File: src/hw/mesh_pkg.sv
// ****************************************
// Mesh cluster package with sizes, router
// directions, DMA opcodes and DMA types
// ****************************************

package mesh_pkg;

  // Mesh dimensions
  localparam int unsigned DefaultNumX = 2;
  localparam int unsigned DefaultNumY = 2;
  localparam int unsigned MaxCoord    = 2;

  // One local port plus four neighbours
  localparam int unsigned NumPorts = 5;

  // Group bank geometry
  localparam int unsigned BankWords = 16;
  localparam int unsigned DataWidth = 32;

  typedef logic [MaxCoord-1:0]          coord_t;
  typedef logic [$clog2(BankWords)-1:0] bank_addr_t;
  typedef logic [DataWidth-1:0]         data_t;

  // Router port index, also used to pick the output of a flit
  typedef enum logic [2:0] {
    LOCAL = 3'd0,
    NORTH = 3'd1,
    EAST  = 3'd2,
    SOUTH = 3'd3,
    WEST  = 3'd4
  } mesh_dir_e;

  typedef enum logic [1:0] {
    DMA_WRITE = 2'd0,
    DMA_ADD   = 2'd1,
    DMA_CLEAR = 2'd2
  } dma_op_e;

  // DMA request as it travels through the mesh
  typedef struct packed {
    coord_t     dst_x;
    coord_t     dst_y;
    dma_op_e    op;
    bank_addr_t addr;
    data_t      data;
  } dma_req_t;

  // Per group DMA status
  typedef struct packed {
    logic [7:0] count;
    data_t      last;
  } dma_meta_t;

endpackage : mesh_pkg

File: src/hw/dma_spill_register.sv
// ****************************************
// Two entry spill register for DMA requests
// ****************************************

module dma_spill_register
  import mesh_pkg::*;
(
  input  logic     clk_i,
  input  logic     arst_n_i,
  input  dma_req_t data_i,
  input  logic     valid_i,
  output logic     ready_o,
  output dma_req_t data_o,
  output logic     valid_o,
  input  logic     ready_i
);

  dma_req_t a_data_q, b_data_q;
  logic     a_full_q, b_full_q;
  logic     a_fill, a_drain;
  logic     b_fill, b_drain;

  // Slot A takes new requests, slot B catches A when the output stalls
  assign a_fill  = valid_i & ready_o;
  assign a_drain = a_full_q & ~b_full_q;
  assign b_fill  = a_drain & ~ready_i;
  assign b_drain = b_full_q & ready_i;

  always_ff @(posedge clk_i or negedge arst_n_i) begin
    if (!arst_n_i) begin
      a_full_q <= 1'b0;
      b_full_q <= 1'b0;
    end else begin
      a_full_q <= a_fill | (a_full_q & ~a_drain);
      b_full_q <= b_fill | (b_full_q & ~b_drain);
    end
  end

  always_ff @(posedge clk_i) begin
    if (a_fill) begin
      a_data_q <= data_i;
    end
    if (b_fill) begin
      b_data_q <= a_data_q;
    end
  end

  // B always holds the older request
  assign data_o  = b_full_q ? b_data_q : a_data_q;
  assign valid_o = a_full_q | b_full_q;
  assign ready_o = ~a_full_q | ~b_full_q;

  // A stalled request must not change or vanish
  assert property (@(posedge clk_i) disable iff (!arst_n_i)
    valid_o && !ready_i |=> valid_o && $stable(data_o));

endmodule : dma_spill_register

File: config.mk
export PLATFORM = sky130hd
export DESIGN_NAME = dma_spill_register
export DESIGN_NICKNAME = d
export VERILOG_FILES = /design/src/hw/mesh_pkg.sv /design/src/hw/dma_spill_register.sv
export SDC_FILE = /design/constraint.sdc
export NUM_CORES = 1
export LEC_CHECK = 0
export BUFFER_PORTS_ARGS = -buffer_cell sky130_fd_sc_hd__buf_2
export CORE_UTILIZATION = 35
export DETAILED_ROUTE_END_ITERATION = 7
export PLACE_DENSITY = 0.55
export SKIP_CTS_REPAIR_TIMING = 1
export SLEW_MARGIN = 20
export SYNTH_ARGS = -nofsm -noshare
export SYNTH_HDL_FRONTEND = slang
export SYNTH_SLANG_ARGS = --single-unit
File: constraint.sdc
create_clock -name clk_i -period 5.9 [get_ports clk_i]
set_input_delay 0.295 -clock clk_i [delete_from_list [all_inputs] [get_ports clk_i]]
set_output_delay 0.295 -clock clk_i [all_outputs]
set_load 0.02 [all_outputs]
# == Word level (Yosys, flattened, before mapping) ==
# Cells that the tools add are included.
# classes
n_mux,1
bitwise,15
# ops
op,count
42-bit 2-to-1 mux,1
1-bit AND,6
1-bit inverter,5
1-bit bitwise OR,4
# word_totals
ff_bits,86
input_bits,46
output_inout_bits,44
word_cells,28

# == Longest topological paths before layout ==
# Gate-level depths: netlist (run 1).
# logic_depth
word_depth,5
depth_mapped,3
depth_no_buf,1

# == Least setup slack after synthesis (run 1) ==
# No wires, ideal clock.
# synth_path
path_type,register -> register
startpoint,register b_full_q
endpoint,register b_data_q[0] (netlist bit) (enable)
setup_ns,0.502
arrival_time_ns,3.765
t_required_ns,5.398
slack_ns,1.633
stages_incl_launch_ff,4
path_buffers,2
period_less_slack_ns,4.267
cell_sequence,dfrtp_1 -> buf_6 -> buf_6 -> nor3b_1
# synth_via
elab_chain_cells,3
# synth_lines
element,line,rtl
start: declaration,dma_spill_register.sv:19,"logic a_full_q, b_full_q;"
start signal: assignment,dma_spill_register.sv:35,b_full_q <= b_fill | (b_full_q & ~b_drain);
1-bit inverter,dma_spill_register.sv:25,assign a_drain = a_full_q & ~b_full_q;
1-bit AND,dma_spill_register.sv:25,
1-bit AND,dma_spill_register.sv:26,assign b_fill = a_drain & ~ready_i;
via b_fill,dma_spill_register.sv:21,"logic b_fill, b_drain;"
end signal: assignment,dma_spill_register.sv:44,b_data_q <= a_data_q;
end: declaration,dma_spill_register.sv:18,"dma_req_t a_data_q, b_data_q;"
# The timed path passes the listed nets, and every way through them passes these cells.
# A chain may end at the register's enable or synchronous reset.

==> impl_metrics.toml, run 1 <==
[outcome]
outcome = "finished, final reports clean"

[setup_path]
critical_path_arrival_ns = 1.90
crit_family = "buffers and inverters"
cp.required_ns = 5.61
cp_slowest_stage_delay_ns = 0.56
reg2reg_setup_slack_ns = 4.01
cp_cell_sequence = "buf_4 -> mux2_2 -> buf_2"
cp-start-kind = "register"
cp_num_buf_inv = 2
cp-end-kind = "primary output"
reg2reg_to = "a_data_q[33]"
r2r-start = "a_full_q"
slowest_stage = "buf_4"
r2r_cells = 2
path_max_fanout = 47
critical_path_class = "register to primary output"

[power]
p_leak_nw = 1.53
total_power_mw = 1.30
powerDensity_nw_per_um2 = 327
peakVddDrop_mv = 0.153

[drt]
drt_first_pass_iters = 4
totalWireLength_um = 5020
drt_first_iter_violations = 74
antenna_left = 0
route.vias.total = 1545
vias_per_cell = 4.41
wl_per_cell_um = 14.3
drc = 0

[min_path]
hp-class = "primary input to register"
min_from = "data_i[17]"
holdPathStages = 1
hold_end = "a_data_q[17]"

[synth]
syn-cell-area_um2 = 3180
netlist-cell-type-count = 12
ys_seq_area_share_pct = 80.8
synth_area_per_cell_um2 = 22.9
synth_area_leaders = "edfxtp_1, mux2_2, mux2_4"
synth_top_area_cell = "edfxtp_1"
synth_top_area_share_pct = 79.2
syn_nets = 185
yosysWarningCount = 0
ys_ff_latch = 86
syn_inst = 139

[timing]
rsz0062_at_grt = "false"
fin_tns_setup_ns = 0
max_slew_margin_pct = 35.7
hold_ws_ns = 0.118
worst_pin_slew_ns = 0.962
maxSlewViolCount = 0
finalHoldViolCount = 0
finalCriticalPeriod_ns = 2.19
postLayoutSetupSlackWorst_ns = 3.71
setup_viol = 0
min_period_over_period_pct = 37.1
fin_skew_ns = 0.00396
max_freq_mhz = 456

[place]
place_ws_ns = 3.94
port_buffers = 89
place_congestion = 0.681
placed_cells = 334
dpl.hpwl_um = 3290

[floorplanning]
dieArea_um2 = 9480
ioPinCount = 90
start_util_pct = 36.3
chipWidth_um = 97.4
die_y_um = 97.4
core-area_um2 = 8760
rows = 34

[grt]
track_usage_pct = 11.0
antenna_found_initial = 0
busiest_layer = "met2"
grt_pass1_wl_um = 7790
grt.met2_usage_pct = 17.6
gr-total-overflow = 0
grt_max_degree = 48
grt_pass1_vias = 1557
gr-usage-met3_pct = 3.38
use_met1_pct = 13.1

[clock_network]
root_buffer = "clkbuf_8"
cts.sinks = 86
clk_pin_slew_worst_paths_ns = 0.08
cts.htree.levels = 3
cts_buffers = 9
cts_tree = "built"
insertion_delay_ns = 0.34
clockBufferDepth = 2

[layout]
drive_above_1_share_pct = 62.8
stdcell_count = 350
nets = 284
diodes = 0
area_growth_pct = 24.8

[job]
maxCapViolCount = 0
-- registers in the layout (all words and copies together) (netlist names) --
name      cells
a_full_q      1
b_data_q     42
b_full_q      1
a_data_q     42
-- worst register-to-register path: cells and delay by family, from the launching register on --
family	cells	cell delay (ns)
DFF	1	0.45
AOI/OAI and AO/OA	1	0.77
buffers and inverters	1	0.37
-- layout make-up --
class	instances	area (µm²)
Fill cell	785	4790
Sequential cell	86	2570
Multi-Input combinational cell	48	584
Timing Repair Buffer	93	478
Tap cell	108	135
Clock buffer	11	131
Clock inverter	4	72.6
-- per-layer routing --
metal	routed length, µm	share of wire, %	up-vias
li1	-	-	745
met1	2140	43	736
met2	2460	49	55
met3	336	6.7	9
met4	85	1.7	0
met5	0	0	-
-- cells by family (layout without fill, tap and decap cells) --
kind of cell           after synthesis  after routing  share of synthesized area [%]
AOI/OAI and AO/OA                    3              3                          0.786
buffers and inverters                5            108                           1.38
DFF                                 86             86                           80.8
and+or+nand+nor                      3              3                          0.550
muxes                               42             42                           16.5
-- through the flow --
stage                     utilization, %  cell area [µm²]
after global placement              42.9             3760
after floorplan                        -             3180
final                               45.4             3980
after CTS                           45.2             3970
after global routing                45.4             3980
after detailed placement            42.9             3760
-- how the worst max path moves through the flow --
stage	from	to	cells past startpoint
2_1_floorplan	b_full_q	b_data_q[0]	3
3_3_place_gp	a_full_q	a_data_q[35]	2
3_5_place_dp	a_full_q	a_data_q[35]	2
4_1_cts	b_full_q	data_o[10]	3
5_1_grt	b_full_q	data_o[10]	3
6_report	b_full_q	data_o[10]	3
-- cell usage after synthesis --
cell and n:
buf_2 2, nor3b_1 1, mux2_4 14, dfrtp_1 2
or2_2 1, nand2_1 1, buf_6 3, a21boi_0 1
a21o_1 1, edfxtp_1 84, o21ba_2 1, mux2_2 28
-- cells in the final DEF, fill, tap and decap left out --
cell type and n:
nand2_1 1, clkinv_2 1, mux2_4 14, clkbuf_8 9
buf_2 89, clkinvlp_4 1, dlygate4sd3_1 1, o21ba_2 1
buf_4 3, edfxtp_1 84, nor3b_2 1, dfrtp_1 1
a21o_1 1, bufinv_16 2, dfrtp_2 1, or2_2 1
a21boi_4 1, clkbuf_1 2, mux2_2 28
-- power by group --
group          internal [mW]  switching (mW)  leakage (nW)
clock                  0.236           0.192        0.0994
combinational         0.0644          0.0838         0.610
sequential             0.713          0.0123         0.816
Note: power is estimated with default switching activity, not from simulation.
==> run 2, diff against run 1 <==
- PLACE_DENSITY: 0.55 -> 0.58
- clock period: 5.9 -> 2 ns (I/O delays scaled with it)
==> run 2 against run 1 <==
Compared with the run above:
- clock power increased to 2.7 times the previous value
- global-route usage up 1.1 points
- die area is the same
- worst hold slack got worse by 0.052 ns
- core utilization rose by 5.2 points
==> impl_metrics.toml, run 2 (synthesized netlist as in run 1, its figures left out) <==
[layout]
layout_commonest_cell = "buf_2"
nets = 331
layout_common_cells = "buf_2, edfxtp_1, dlygate4sd3_1, mux2_2, mux2_4"
top_regs = "a_data_q: 42 flops, b_data_q: 42 flops"
diodes = 0
n_fill_cell = 757
drive_above_1_share_pct = 54.1
fin_util_pct = 50.6
area_growth_pct = 39.1
stdcell_count = 398

[place]
placed_cells = 338
place_congestion = 0.655
place_ws_ns = 0.443
port_buffers = 89
dpl.hpwl_um = 3630

[power]
peakVddDrop_mv = 0.455
total_power_mw = 3.82
p_leak_nw = 1.72
powerDensity_nw_per_um2 = 862

[timing]
maxSlewViolCount = 0
max_slew_margin_pct = 71.3
finalCriticalPeriod_ns = 1.82
rsz0062_at_grt = "false"
min_period_over_period_pct = 91.2
worst_pin_slew_ns = 0.430
finalHoldViolCount = 0
setup_viol = 0
fin_skew_ns = 0.00890
postLayoutSetupSlackWorst_ns = 0.176
max_freq_mhz = 548

[drt]
drc = 0
route.vias.total = 1745
drt_first_pass_iters = 4
wl_per_cell_um = 14.6
drt_first_iter_violations = 61
antenna_left = 0
vias_per_cell = 4.38
totalWireLength_um = 5810

[floorplanning]
rows = 34
start_util_pct = 36.3
chipWidth_um = 97.4
dieArea_um2 = 9480
die_y_um = 97.4
ioPinCount = 90
core-area_um2 = 8760

[clock_network]
root_buffer = "clkbuf_8"
cts_buffers = 9
cts_tree = "built"
clockBufferDepth = 2
cts.htree.levels = 3
insertion_delay_ns = 0.35
cts.sinks = 86
clk_pin_slew_worst_paths_ns = 0.08

[grt]
antenna_found_initial = 0
grt_pass1_wl_um = 8380
track_usage_pct = 12.1
grt_max_degree = 31
grt_pass1_vias = 1573
gr-total-overflow = 0

[setup_path]
cp-start-kind = "register"
cp-end-kind = "primary output"
critical_path_arrival_ns = 1.72
critical_path_class = "register to primary output"
cp.required_ns = 1.90
path_max_fanout = 20

[outcome]
outcome = "finished, final reports clean"

[min_path]
hp-class = "primary input to asynchronous set/reset pin"

[job]
maxCapViolCount = 0
run 2: cell types whose count changed in the layout (fill, tap and decap cells not counted), sizes merged:
| cell | before | now |
|---|---|---|
| dlygate4sd3 | 1 | 44 |
| clkinvlp | 1 | 3 |
| clkbuf | 11 | 9 |
| clkinv | 1 | 3 |
| bufinv | 2 | 1 |
| buf | 92 | 96 |
run 2: through the flow:
step | hold slack (ns) | area, µm² | setup TNS, ns
2_1_floorplan | -0.196 | 3210 | -8.26
6_report | 0.0658 | 4430 | 0
4_1_cts | -0.502 | 3990 | 0
5_1_grt | 0.0347 | 4430 | 0
3_3_place_gp | -0.106 | 3800 | 0
3_5_place_dp | -0.106 | 3800 | 0
run 2: final timing paths:
path / start / endpoint / slack, ns / cells after the start
max: b_full_q / data_o[6] / 0.18 / 3
min: arst_n_i / a_full_q / 0.07 / 2
max reg2reg: b_full_q / b_data_q[28] / 0.49 / 2
min reg2reg: a_data_q[0] / b_data_q[0] / 0.45 / 0
max in group asynchronous: arst_n_i / b_full_q / 1.82 / 2
min in group clk_i: ready_i / b_full_q / 0.07 / 2
run 2: power by group:
part,internal [mW],total (mW),switching [mW]
logic,0.254,0.515,0.261
registers,2.10,2.15,0.0446
clock network,0.566,1.16,0.594
total,2.92,3.82,0.899
run 2: layout make-up:
type	count	area, µm²	area share (%)
Timing Repair Buffer	140	942	21.3
Tap cell	108	135	3.05
Clock inverter	7	65.1	1.47
Clock buffer	9	124	2.80
Sequential cell	86	2570	58.1
Multi-Input combinational cell	48	591	13.3
run 2: worst max-delay path, cell delays in order, from the launching register on:
cell and delay, ns:
dfrtp_2 0.55, buf_6 0.29, mux2_2 0.36, buf_2 0.16
run 2: metal layers:
layer,share of wire (%),global-route usage (%)
met2,42,15.4
met3,7.3,6.19
met5,0,0
met4,0.77,4.07
met1,50,17.5
