File: src/hw/mesh_pkg.sv
// ****************************************
// Mesh cluster package with sizes, router
// directions, DMA opcodes and DMA types
// ****************************************

package mesh_pkg;

  // Mesh dimensions
  localparam int unsigned DefaultNumX = 2;
  localparam int unsigned DefaultNumY = 2;
  localparam int unsigned MaxCoord    = 2;

  // One local port plus four neighbours
  localparam int unsigned NumPorts = 5;

  // Group bank geometry
  localparam int unsigned BankWords = 16;
  localparam int unsigned DataWidth = 32;

  typedef logic [MaxCoord-1:0]          coord_t;
  typedef logic [$clog2(BankWords)-1:0] bank_addr_t;
  typedef logic [DataWidth-1:0]         data_t;

  // Router port index, also used to pick the output of a flit
  typedef enum logic [2:0] {
    LOCAL = 3'd0,
    NORTH = 3'd1,
    EAST  = 3'd2,
    SOUTH = 3'd3,
    WEST  = 3'd4
  } mesh_dir_e;

  typedef enum logic [1:0] {
    DMA_WRITE = 2'd0,
    DMA_ADD   = 2'd1,
    DMA_CLEAR = 2'd2
  } dma_op_e;

  // DMA request as it travels through the mesh
  typedef struct packed {
    coord_t     dst_x;
    coord_t     dst_y;
    dma_op_e    op;
    bank_addr_t addr;
    data_t      data;
  } dma_req_t;

  // Per group DMA status
  typedef struct packed {
    logic [7:0] count;
    data_t      last;
  } dma_meta_t;

endpackage : mesh_pkg

File: src/hw/group_bank.sv
// ****************************************
// Group TCDM bank, runs DMA requests and
// keeps the group's DMA status
// ****************************************

module group_bank
  import mesh_pkg::*;
#(
  parameter int unsigned GroupX = 0,
  parameter int unsigned GroupY = 0
) (
  input  logic      clk_i,
  input  logic      arst_n_i,
  input  dma_req_t  req_i,
  input  logic      req_valid_i,
  output dma_meta_t meta_o
);

  data_t     mem_q [BankWords];
  data_t     old_word;
  data_t     new_word;
  dma_meta_t meta_q;

  assign old_word = mem_q[req_i.addr];

  always_comb begin
    unique case (req_i.op)
      DMA_WRITE: new_word = req_i.data;
      DMA_ADD:   new_word = old_word + req_i.data;
      DMA_CLEAR: new_word = '0;
      default:   new_word = old_word;
    endcase
  end

  // Bank comes out of reset cleared
  always_ff @(posedge clk_i or negedge arst_n_i) begin
    if (!arst_n_i) begin
      for (int w = 0; w < BankWords; w++) begin
        mem_q[w] <= '0;
      end
      meta_q <= '0;
    end else if (req_valid_i) begin
      mem_q[req_i.addr] <= new_word;
      meta_q.count      <= meta_q.count + 8'd1;
      meta_q.last       <= new_word;
    end
  end

  assign meta_o = meta_q;

  // The mesh only delivers requests addressed to this group
  assert property (@(posedge clk_i) disable iff (!arst_n_i)
    req_valid_i |-> req_i.dst_x == coord_t'(GroupX) && req_i.dst_y == coord_t'(GroupY));

endmodule : group_bank

File: config.mk
export PLATFORM = sky130hd
export DESIGN_NAME = group_bank
export DESIGN_NICKNAME = d
export VERILOG_FILES = /design/src/hw/mesh_pkg.sv /design/src/hw/group_bank.sv
export SDC_FILE = /design/constraint.sdc
export NUM_CORES = 1
export LEC_CHECK = 0
export ABC_AREA = 1
export BUFFER_PORTS_ARGS = -buffer_cell sky130_fd_sc_hd__buf_2
export CAP_MARGIN = 40
export CORE_ASPECT_RATIO = 1.4
export CORE_MARGIN = 1
export CORE_UTILIZATION = 45
export CTS_CLUSTER_SIZE = 24
export DETAILED_ROUTE_END_ITERATION = 8
export PLACE_DENSITY = 0.6
export SLEW_MARGIN = 0
export SYNTH_ARGS = -nofsm -noshare
export SYNTH_HDL_FRONTEND = slang
export SYNTH_SLANG_ARGS = --single-unit
File: constraint.sdc
create_clock -name clk_i -period 3.6 [get_ports clk_i]
set_clock_uncertainty 0.05 [all_clocks]
set_input_delay 0.72 -clock clk_i [delete_from_list [all_inputs] [get_ports clk_i]]
set_output_delay 0.72 -clock clk_i [all_outputs]
set_load 0.01 [all_outputs]
### Word-level counts from Yosys, hierarchy flattened

Index checks and enable logic that the tools add are counted.

| operators by class | value |
|---|---|
| add/subtract/negate cells | 2 |
| magnitude comparators | 2 |
| equal/unequal tests | 2 |
| muxes and demuxes | 7 |
| bitwise operators | 1 |
| reductions and logical operators | 2 |

Operators by type and width:

| kind | count |
|---|---|
| $bwmux 512 | 1 |
| $bmux 32 s4 | 1 |
| $demux 32 s4 | 1 |
| $mux 32 | 3 |
| $pmux 32 s3 | 1 |
| $add 32x32->32 | 1 |
| $add 8x1->8 const B | 1 |
| $ge 5x5->1 const B | 1 |
| $lt 5x1->1 const B | 1 |
| $not 4->5 | 1 |
| $eq 2x1->1 const B | 1 |
| $eq 2x2->1 const B | 1 |
| $logic_not 2->1 | 1 |
| $logic_and 1x1->1 | 1 |

| storage, ports and cells | value |
|---|---|
| register bits | 552 |
| input bits | 45 |
| output and inout port bits | 40 |
| word-level logic and storage cells | 34 |

### Logic depth before layout (Yosys ltp)

Gate-level depths: netlist of the first run.

| depth | value |
|---|---|
| word-level depth | 7 |
| mapped depth | 27 |
| mapped depth without buffers | 24 |

### Worst setup path after synthesis of the first run

OpenSTA, ideal clock, no wires.

| timing | value |
|---|---|
| path kind | input-to-reg |
| start point | input req_i[33] (netlist bit) |
| end point | register mem_q[176] (netlist bit) |
| library setup time | 0.117 ns |
| arrival | 3.693 ns |
| required time | 3.433 ns |
| setup slack | -0.260 ns |
| cell stages on the path | 27 |
| buffers on the path | 4 |
| cell sequence | buf_6 nand2_2 inv_1 buf_2 buf_2 a22oi_1 nand2_1 nand2_1 nand4_1 ha_1 inv_1 fa_1 inv_1 nand2_1 o21ai_0 nand2_1 nand2_1 nand2_1 nand2_1 nand2_1 nand2_1 nand2_1 nand3_1 nand3_2 buf_4 nand2_1 nand2_1 |

| between the ends | value |
|---|---|
| word-level cells in the longest chain between the ends | 7 |
| elaborated cells on any way between the ends | 12 |
| classes of those cells | add/sub (1); order compare (2); mux (7); bitwise (1); reduce/logical (1) |

Ends and longest elaborated chain:

| element | RTL line | text |
|---|---|---|
| start: declaration | group_bank.sv:14 | `input dma_req_t req_i,` |
| $not 4->5 (not written as such) (*) | group_bank.sv:24, group_bank.sv:43 |  |
| $bmux 32 s4 | group_bank.sv:24 | `assign old_word = mem_q[req_i.addr];` |
| $mux 32 (not written as such) (2 in series) | group_bank.sv:24 |  |
| $add 32x32->32 | group_bank.sv:29 | `DMA_ADD: new_word = old_word + req_i.data;` |
| $pmux 32 s3 | group_bank.sv:27 | `unique case (req_i.op)` |
| $bwmux 512 (*) | group_bank.sv:43 | `mem_q[req_i.addr] <= new_word;` |
| end signal: indexed assignment | group_bank.sv:43 |  |
| end: declaration | group_bank.sv:19 | `data_t mem_q [BankWords];` |

Every way passes the cells marked *; elsewhere a longest branch is shown, timed or not. The select of a mux whose other input is x is not followed.
A chain may end at the register's enable or synchronous reset.

### Worst setup path in the final report of the first run

| timing | value |
|---|---|
| start point | input req_i[32] (netlist bit) |
| end point | register mem_q[281] (netlist bit) |

Same word-level chain as after synthesis.

==> key figures, run 1 <==
Floorplan
  – Initial Util: 0.455
  – Die area: 0.0613 mm^2
  – I/O pins: 85
  – Die width: 210 um
  – Area of the core: 0.0597 mm^2
  – # rows: 106
  – Die H: 293 um

Routing
  – Routed WL per cell: 21.8 um
  – Total iterations of the first detailed-routing run: 6
  – Routed WL: 99.8 mm
  – DR iter-0 viols: 2,476
  – DRC: 0
  – Vias: 25.6k
  – Via/cell ratio: 5.59
  – ANT nets after route: 0

Yosys
  – Flops & latches, synth: 552
  – Register area share after synthesis: 0.509
  – Combinational family with the most area after synthesis: simple AND/OR/NAND/NOR gates
  – Share of the synthesized area in the top cell type: 0.509
  – Net Count, Synth: 3,581
  – Synth cell types: 42
  – Multiplexer share of the synthesized area: 0
  – Simple-Gate Fraction of Synth Area: 0.309
  – Warnings from Yosys: 0
  – Xor/xnor cell area share of the yosys netlist: 0.00323
  – Synthesized area: 0.0271 mm^2
  – Yosys top cell by area: dfrtp_1
  – Syn Area/Cell: 7.75 um^2
  – Top cells by area, synth: dfrtp_1 (51%), nand2_1 (27%), a22oi_1 (6.7%)
  – Post-Synth Adder-Cell Area: 0.0155
  – Synth Area in Compound Gates: 0.109
  – Mapped Cells: 3,503

Clock network
  – Root Driver: clkbuf_16
  – H-tree levels: 2
  – Num CTS Buffers: 56
  – CTS tree: yes
  – # hold bufs at CTS: 0
  – CTS Buffer Depth: 3
  – Worst-path clk slew: 0.06 ns
  – Clock sink count: 552
  – Worst skew pair latency: 0.64 ns

Setup path
  – Kind of critical path: input port to flip-flop
  – Crit end category: flip-flop
  – Critical Path RT: 4.06 ns
  – CP Data Arrival Time: 3.96 ns
  – Critical path peak fanout: 16
  – CP Launch Type: input port

Place
  – Placed instance count: 4,442
  – Port-buffer cells: 80
  – Worst slack at placement: -0.910 ns
  – Hpwl dp: 66.0 mm
  – GP Congestion: 0.919

Cells and area
  – Most frequent cells in the layout: nand2_1 (1,912), dfrtp_1 (552), buf_4 (265), a22oi_1 (226), inv_1 (101)
  – Fin util: 0.564
  – # nets final: 3,850
  – Fillers: 5,480
  – Commonest non-fill, non-tap cell in the layout: nand2_1
  – Finished Layout Cells: 4,569
  – # diodes: 0
  – Layout cells sized above 1: 0.183
  – Area Overhead vs Synth: 24.0%

Global route
  – First-pass GRT wire length: 152 mm
  – Vias in the first global route: 25.3k
  – Number of antenna violations at the first check in global routing: 0
  – GRT overflow: 0
  – Largest net degree at the start of global routing: 93
  – GRT Total Usage: 0.325

STA
  – Final setup violating endpoints: 0
  – Period utilisation layout: 0.972
  – Final Max Tran Viols: 0
  – Least-Margin Pin Slew: 0.916 ns
  – Slew Limit Headroom: 0.389
  – Fin. Hold Viols: 0
  – Setup ws final: 0.102 ns
  – Minimum clock period: 3.50 ns
  – Fmax: 0.286 GHz

Pwr
  – Pleak: 0.0179 uW
  – Worst IR drop on VDD: 0.467 mV
  – Final Power: 19,600 uW
  – Pwr/cell area: 583 mW/mm^2

Status
  – Status: completed

Min path
  – Hold WC Path Type: input port to asynchronous set/reset pin

Flow run
  – Max Cap Viol: 0
cells by family after synthesis:
group | Yosys count
DFF | 552
adders and majority gates | 33
xor gates and xnor gates | 10
and+or+nand+nor | 2137
buffers and inverters | 333
AOI/OAI and AO/OA | 438
cells in the mapped netlist, drive strengths merged:
cell type / number
nor3: 9
xnor2: 2
and2: 1
nand3: 55
a21o: 1
clkinv: 9
xor2: 8
clkbuf: 104
inv: 113
a32o: 1
nor2: 86
nand2: 1942
a22oi: 251
nand4: 31
o221ai: 1
a21boi: 2
a21oi: 43
o21a: 2
buf: 107
fa: 1
dfrtp: 552
o21bai: 6
o22ai: 6
o211ai: 1
or2: 5
ha: 32
o21ai: 113
a31oi: 11
nand3b: 8
sequential cells by signal, indices dropped and copies added, names as in the netlist:
name and cells:
mem_q 512, meta_o 40
path summary, 6_finish.rpt:
| kind | cells past startpoint | end | slack (ns) | start |
|---|---|---|---|---|
| worst max-delay path | 25 | mem_q[281]$_DFFE_PN0P_ | 0.10 | req_i[32] |
| worst min-delay path | 1 | mem_q[33]$_DFFE_PN0P_ | 0.09 | arst_n_i |
| worst max register to register | 20 | mem_q[281]$_DFFE_PN0P_ | 0.36 | mem_q[385]$_DFFE_PN0P_ |
| worst min register to register | 1 | meta_o[39]$_DFFE_PN0P_ | 0.42 | meta_o[39]$_DFFE_PN0P_ |
| max in group asynchronous | 2 | mem_q[169]$_DFFE_PN0P_ | 2.40 | arst_n_i |
| min in group clk_i | 1 | meta_o[39]$_DFFE_PN0P_ | 0.42 | meta_o[39]$_DFFE_PN0P_ |
per-layer routing:
layer,up-vias,global-route usage,share of wire
li1,11700,-,-
met1,12500,0.413,0.40
met2,1084,0.539,0.47
met3,236,0.0446,0.069
met4,0,0.173,0.059
met5,-,0,0
repair_timing:
| action | CTS | global route |
|---|---|---|
| pin swaps | 2 | 45 |
| setup endpoints to repair | 231 | 457 |
| gates cloned | 0 | 3 |
| buffers inserted | 3 | 22 |
| resized for setup | 12 | 130 |
stage by stage:
stage | area, um^2 | hold slack, ns | TNS [ns]
final | 33600 | 0.0922 | 0
after global routing | 33600 | 0.154 | -0.231
after CTS | 32800 | 0.129 | 0
after detailed placement | 30700 | 0.410 | -300.11
after global placement | 30700 | 0.406 | -281.99
after floorplan | 27200 | 0.374 | 0
report_power, final:
group          switching [uW]  internal, uW  total (uW)
Combinational            2950          2210        5160
Clock                    2550          3600        6150
Sequential                771          7540        8310
Total                    6270         13400       19600
layout make-up:
| type | instances | area [um^2] | share of cell area |
|---|---|---|---|
| clock buffer | 79 | 1610 | 0.0478 |
| tap | 756 | 946 | 0.0281 |
| timing repair buffer | 422 | 3950 | 0.117 |
| multi-input combinational | 2618 | 12600 | 0.373 |
| inverter | 122 | 463 | 0.0138 |
| sequential | 552 | 13800 | 0.411 |
| clock inverter | 20 | 308 | 0.00915 |
critical path, stage by stage:
cell      delay, ns
buf_8          0.13
nand2_4        0.08
inv_6          0.09
buf_4          0.17
buf_12         0.16
buf_4          0.17
a22oi_1        0.17
nand2_1        0.07
nand2_1        0.06
nand4_1        0.23
ha_4           0.37
nand2_1        0.06
inv_2          0.07
nand2_1        0.05
inv_1          0.08
nand3_1        0.07
nand3b_1       0.24
nand2_1        0.13
nand2_1        0.08
nand2_1        0.06
nand3_2        0.10
nand3_4        0.20
buf_12         0.22
nand2_1        0.07
nand2_1        0.06
Note: power is estimated with default switching activity, not from simulation.
==> run 2: changes to the inputs <==
Settings changed: CTS_BUF_LIST from default to sky130_fd_sc_hd__clkbuf_4 sky130_fd_sc_hd__clkbuf_8 sky130_fd_sc_hd__clkbuf_16, MAX_ROUTING_LAYER from default to met4.
==> run 2 against run 1 <==
Effect of this change:
- utilization about the same
- via count decreased by 0.67%
- largest cell class unchanged
- largest power group unchanged
- first-iteration DRC count increased by 1.2%
==> key figures, run 2 (same netlist as run 1, synthesis figures left out) <==
Status
  – Status: completed

Clock network
  – Root Driver: clkbuf_16
  – H-tree levels: 2
  – CTS tree: yes
  – Clock sink count: 552
  – CTS Buffer Depth: 3
  – Num CTS Buffers: 57
  – Worst skew pair latency: 0.64 ns
  – Worst-path clk slew: 0.06 ns

Routing
  – DRC: 0
  – Via/cell ratio: 5.55
  – Routed WL: 99.7 mm
  – ANT nets after route: 0
  – Vias: 25.4k
  – Routed WL per cell: 21.8 um
  – DR iter-0 viols: 2,505
  – Total iterations of the first detailed-routing run: 6

Cells and area
  – Commonest non-fill, non-tap cell in the layout: nand2_1
  – Area Overhead vs Synth: 23.9%
  – Most flops, register: mem_q
  – Layout cells sized above 1: 0.186
  – # nets final: 3,852
  – Most frequent cells in the layout: nand2_1 (1,911), dfrtp_1 (552), buf_4 (261), a22oi_1 (233), inv_1 (96)
  – # diodes: 0
  – Max reg flops: 512

STA
  – Period utilisation layout: 0.981
  – Minimum clock period: 3.53 ns
  – Least-Margin Pin Slew: 0.878 ns
  – Final Max Tran Viols: 0
  – Fmax: 0.283 GHz
  – RSZ-0062 raised after global routing: true
  – Slew Limit Headroom: 0.414
  – Fin. Hold Viols: 0
  – Final setup violating endpoints: 0
  – Worst hold slack: 0.422 ns
  – TNS Setup: 0 ns

Global route
  – Gr busiest metal: met2
  – GRT Total Usage: 0.332
  – M2 GR Usage: 0.537
  – Global routing usage on met3: 0.0398
  – GRT overflow: 0
  – Number of antenna violations at the first check in global routing: 0
  – Vias in the first global route: 25.0k
  – Met1 usage: 0.412
  – First-pass GRT wire length: 150 mm
  – Largest net degree at the start of global routing: 114

Min path
  – Hold WC Path Type: flip-flop to flip-flop

Setup path
  – Critical path peak fanout: 8
  – CP Data Arrival Time: 4.00 ns
  – CP Launch Type: input port
  – Crit path max-delay family: simple AND/OR/NAND/NOR gates
  – CP most frequent cell: nand2_1
  – Crit end category: flip-flop
  – Kind of critical path: input port to flip-flop
  – Critical Path RT: 4.07 ns
  – Buf+Inv Stages, Crit Path: 10
  – CP max stage cell: fa_2
  – Slowest stage delay, CP: 0.36 ns

Floorplan
  – I/O pins: 85
  – Die width: 210 um
  – Area of the core: 0.0597 mm^2
  – # rows: 106
  – Die H: 293 um
  – Die area: 0.0613 mm^2
  – Initial Util: 0.455

Pwr
  – Pleak: 0.0179 uW
  – Worst IR drop on VDD: 0.401 mV
  – Pwr/cell area: 583 mW/mm^2

Place
  – Port-buffer cells: 80
  – Hpwl dp: 65.1 mm
  – GP Congestion: 0.933

Flow run
  – Max Cap Viol: 0
[run 2: changes by cell type in the layout (fill, tap and decap cells not counted), sizes merged]
cell / before / now
bufinv: 7 / 3
clkinv: 19 / 21
dlygate4sd3: 0 / 1
clkinvlp: 1 / 0
clkbuf: 82 / 94
buf: 419 / 416
[run 2: routing by layer]
| metal | wire [um] | vias to the layer above |
|---|---|---|
| met5 | 0 | - |
| met4 | 6080 | 0 |
| met2 | 47300 | 1027 |
| li1 | - | 11700 |
| met1 | 39200 | 12400 |
| met3 | 7160 | 244 |
[run 2: worst reg2reg max path, delay by kind of cell, from the launching register on]
kind | cells | cell delay, ns
AND/OR/NAND/NOR | 11 | 1.19
flip-flops | 1 | 0.39
buffers and inverters | 7 | 0.83
adder cells (fa/ha/maj) | 2 | 0.37
AO/OA/AOI/OAI | 2 | 0.27
[run 2: final cells by class]
cell class                 instances  area [um^2]
clock buffer                      88         1750
clock inverter                    17          175
fill                            5444        26100
inverter                         122          463
multi-input combinational       2618        12500
sequential                       552        13800
tap                              756          946
timing repair buffer             423         3960
[run 2: path summary, 6_finish.rpt]
kind	from	endpoint	slack, ns	depth (start not counted)
worst max-delay path	req_i[32]	mem_q[284]$_DFFE_PN0P_	0.07	30
worst min register to register	meta_o[11]$_DFFE_PN0P_	meta_o[11]$_DFFE_PN0P_	0.42	2
worst min-delay path	meta_o[11]$_DFFE_PN0P_	meta_o[11]$_DFFE_PN0P_	0.42	2
worst max register to register	mem_q[128]$_DFFE_PN0P_	mem_q[52]$_DFFE_PN0P_	0.41	22
max in group asynchronous	arst_n_i	meta_o[25]$_DFFE_PN0P_	1.88	3
min in group asynchronous	arst_n_i	mem_q[256]$_DFFE_PN0P_	0.58	2
[run 2: through the flow]
stage	utilization	instances	power (uW)	area (um^2)	setup slack, ns
3_5_place_dp	0.514	4439	13100	30700	-0.915
2_1_floorplan	-	3503	10900	27200	0.0335
6_report	0.563	4576	19600	33600	0.0677
4_1_cts	0.548	4548	19300	32700	0.00736
5_1_grt	0.563	4576	20600	33600	-0.0390
3_3_place_gp	0.513	4436	13000	30600	-0.864
[run 2: power by group]
group	switching [uW]	internal, uW	leakage, uW
combinational	2960	2230	0.00970
clock	2570	3560	0.000983
sequential	762	7540	0.00725
[run 2: what timing repair did]
item	CTS	global route
pin swaps	2	51
cloned	0	6
setup endpoints to repair	199	409
buffers inserted	3	23
gates resized for setup	11	136
hold buffers	1	0
endpoints found under the hold margin	25	0
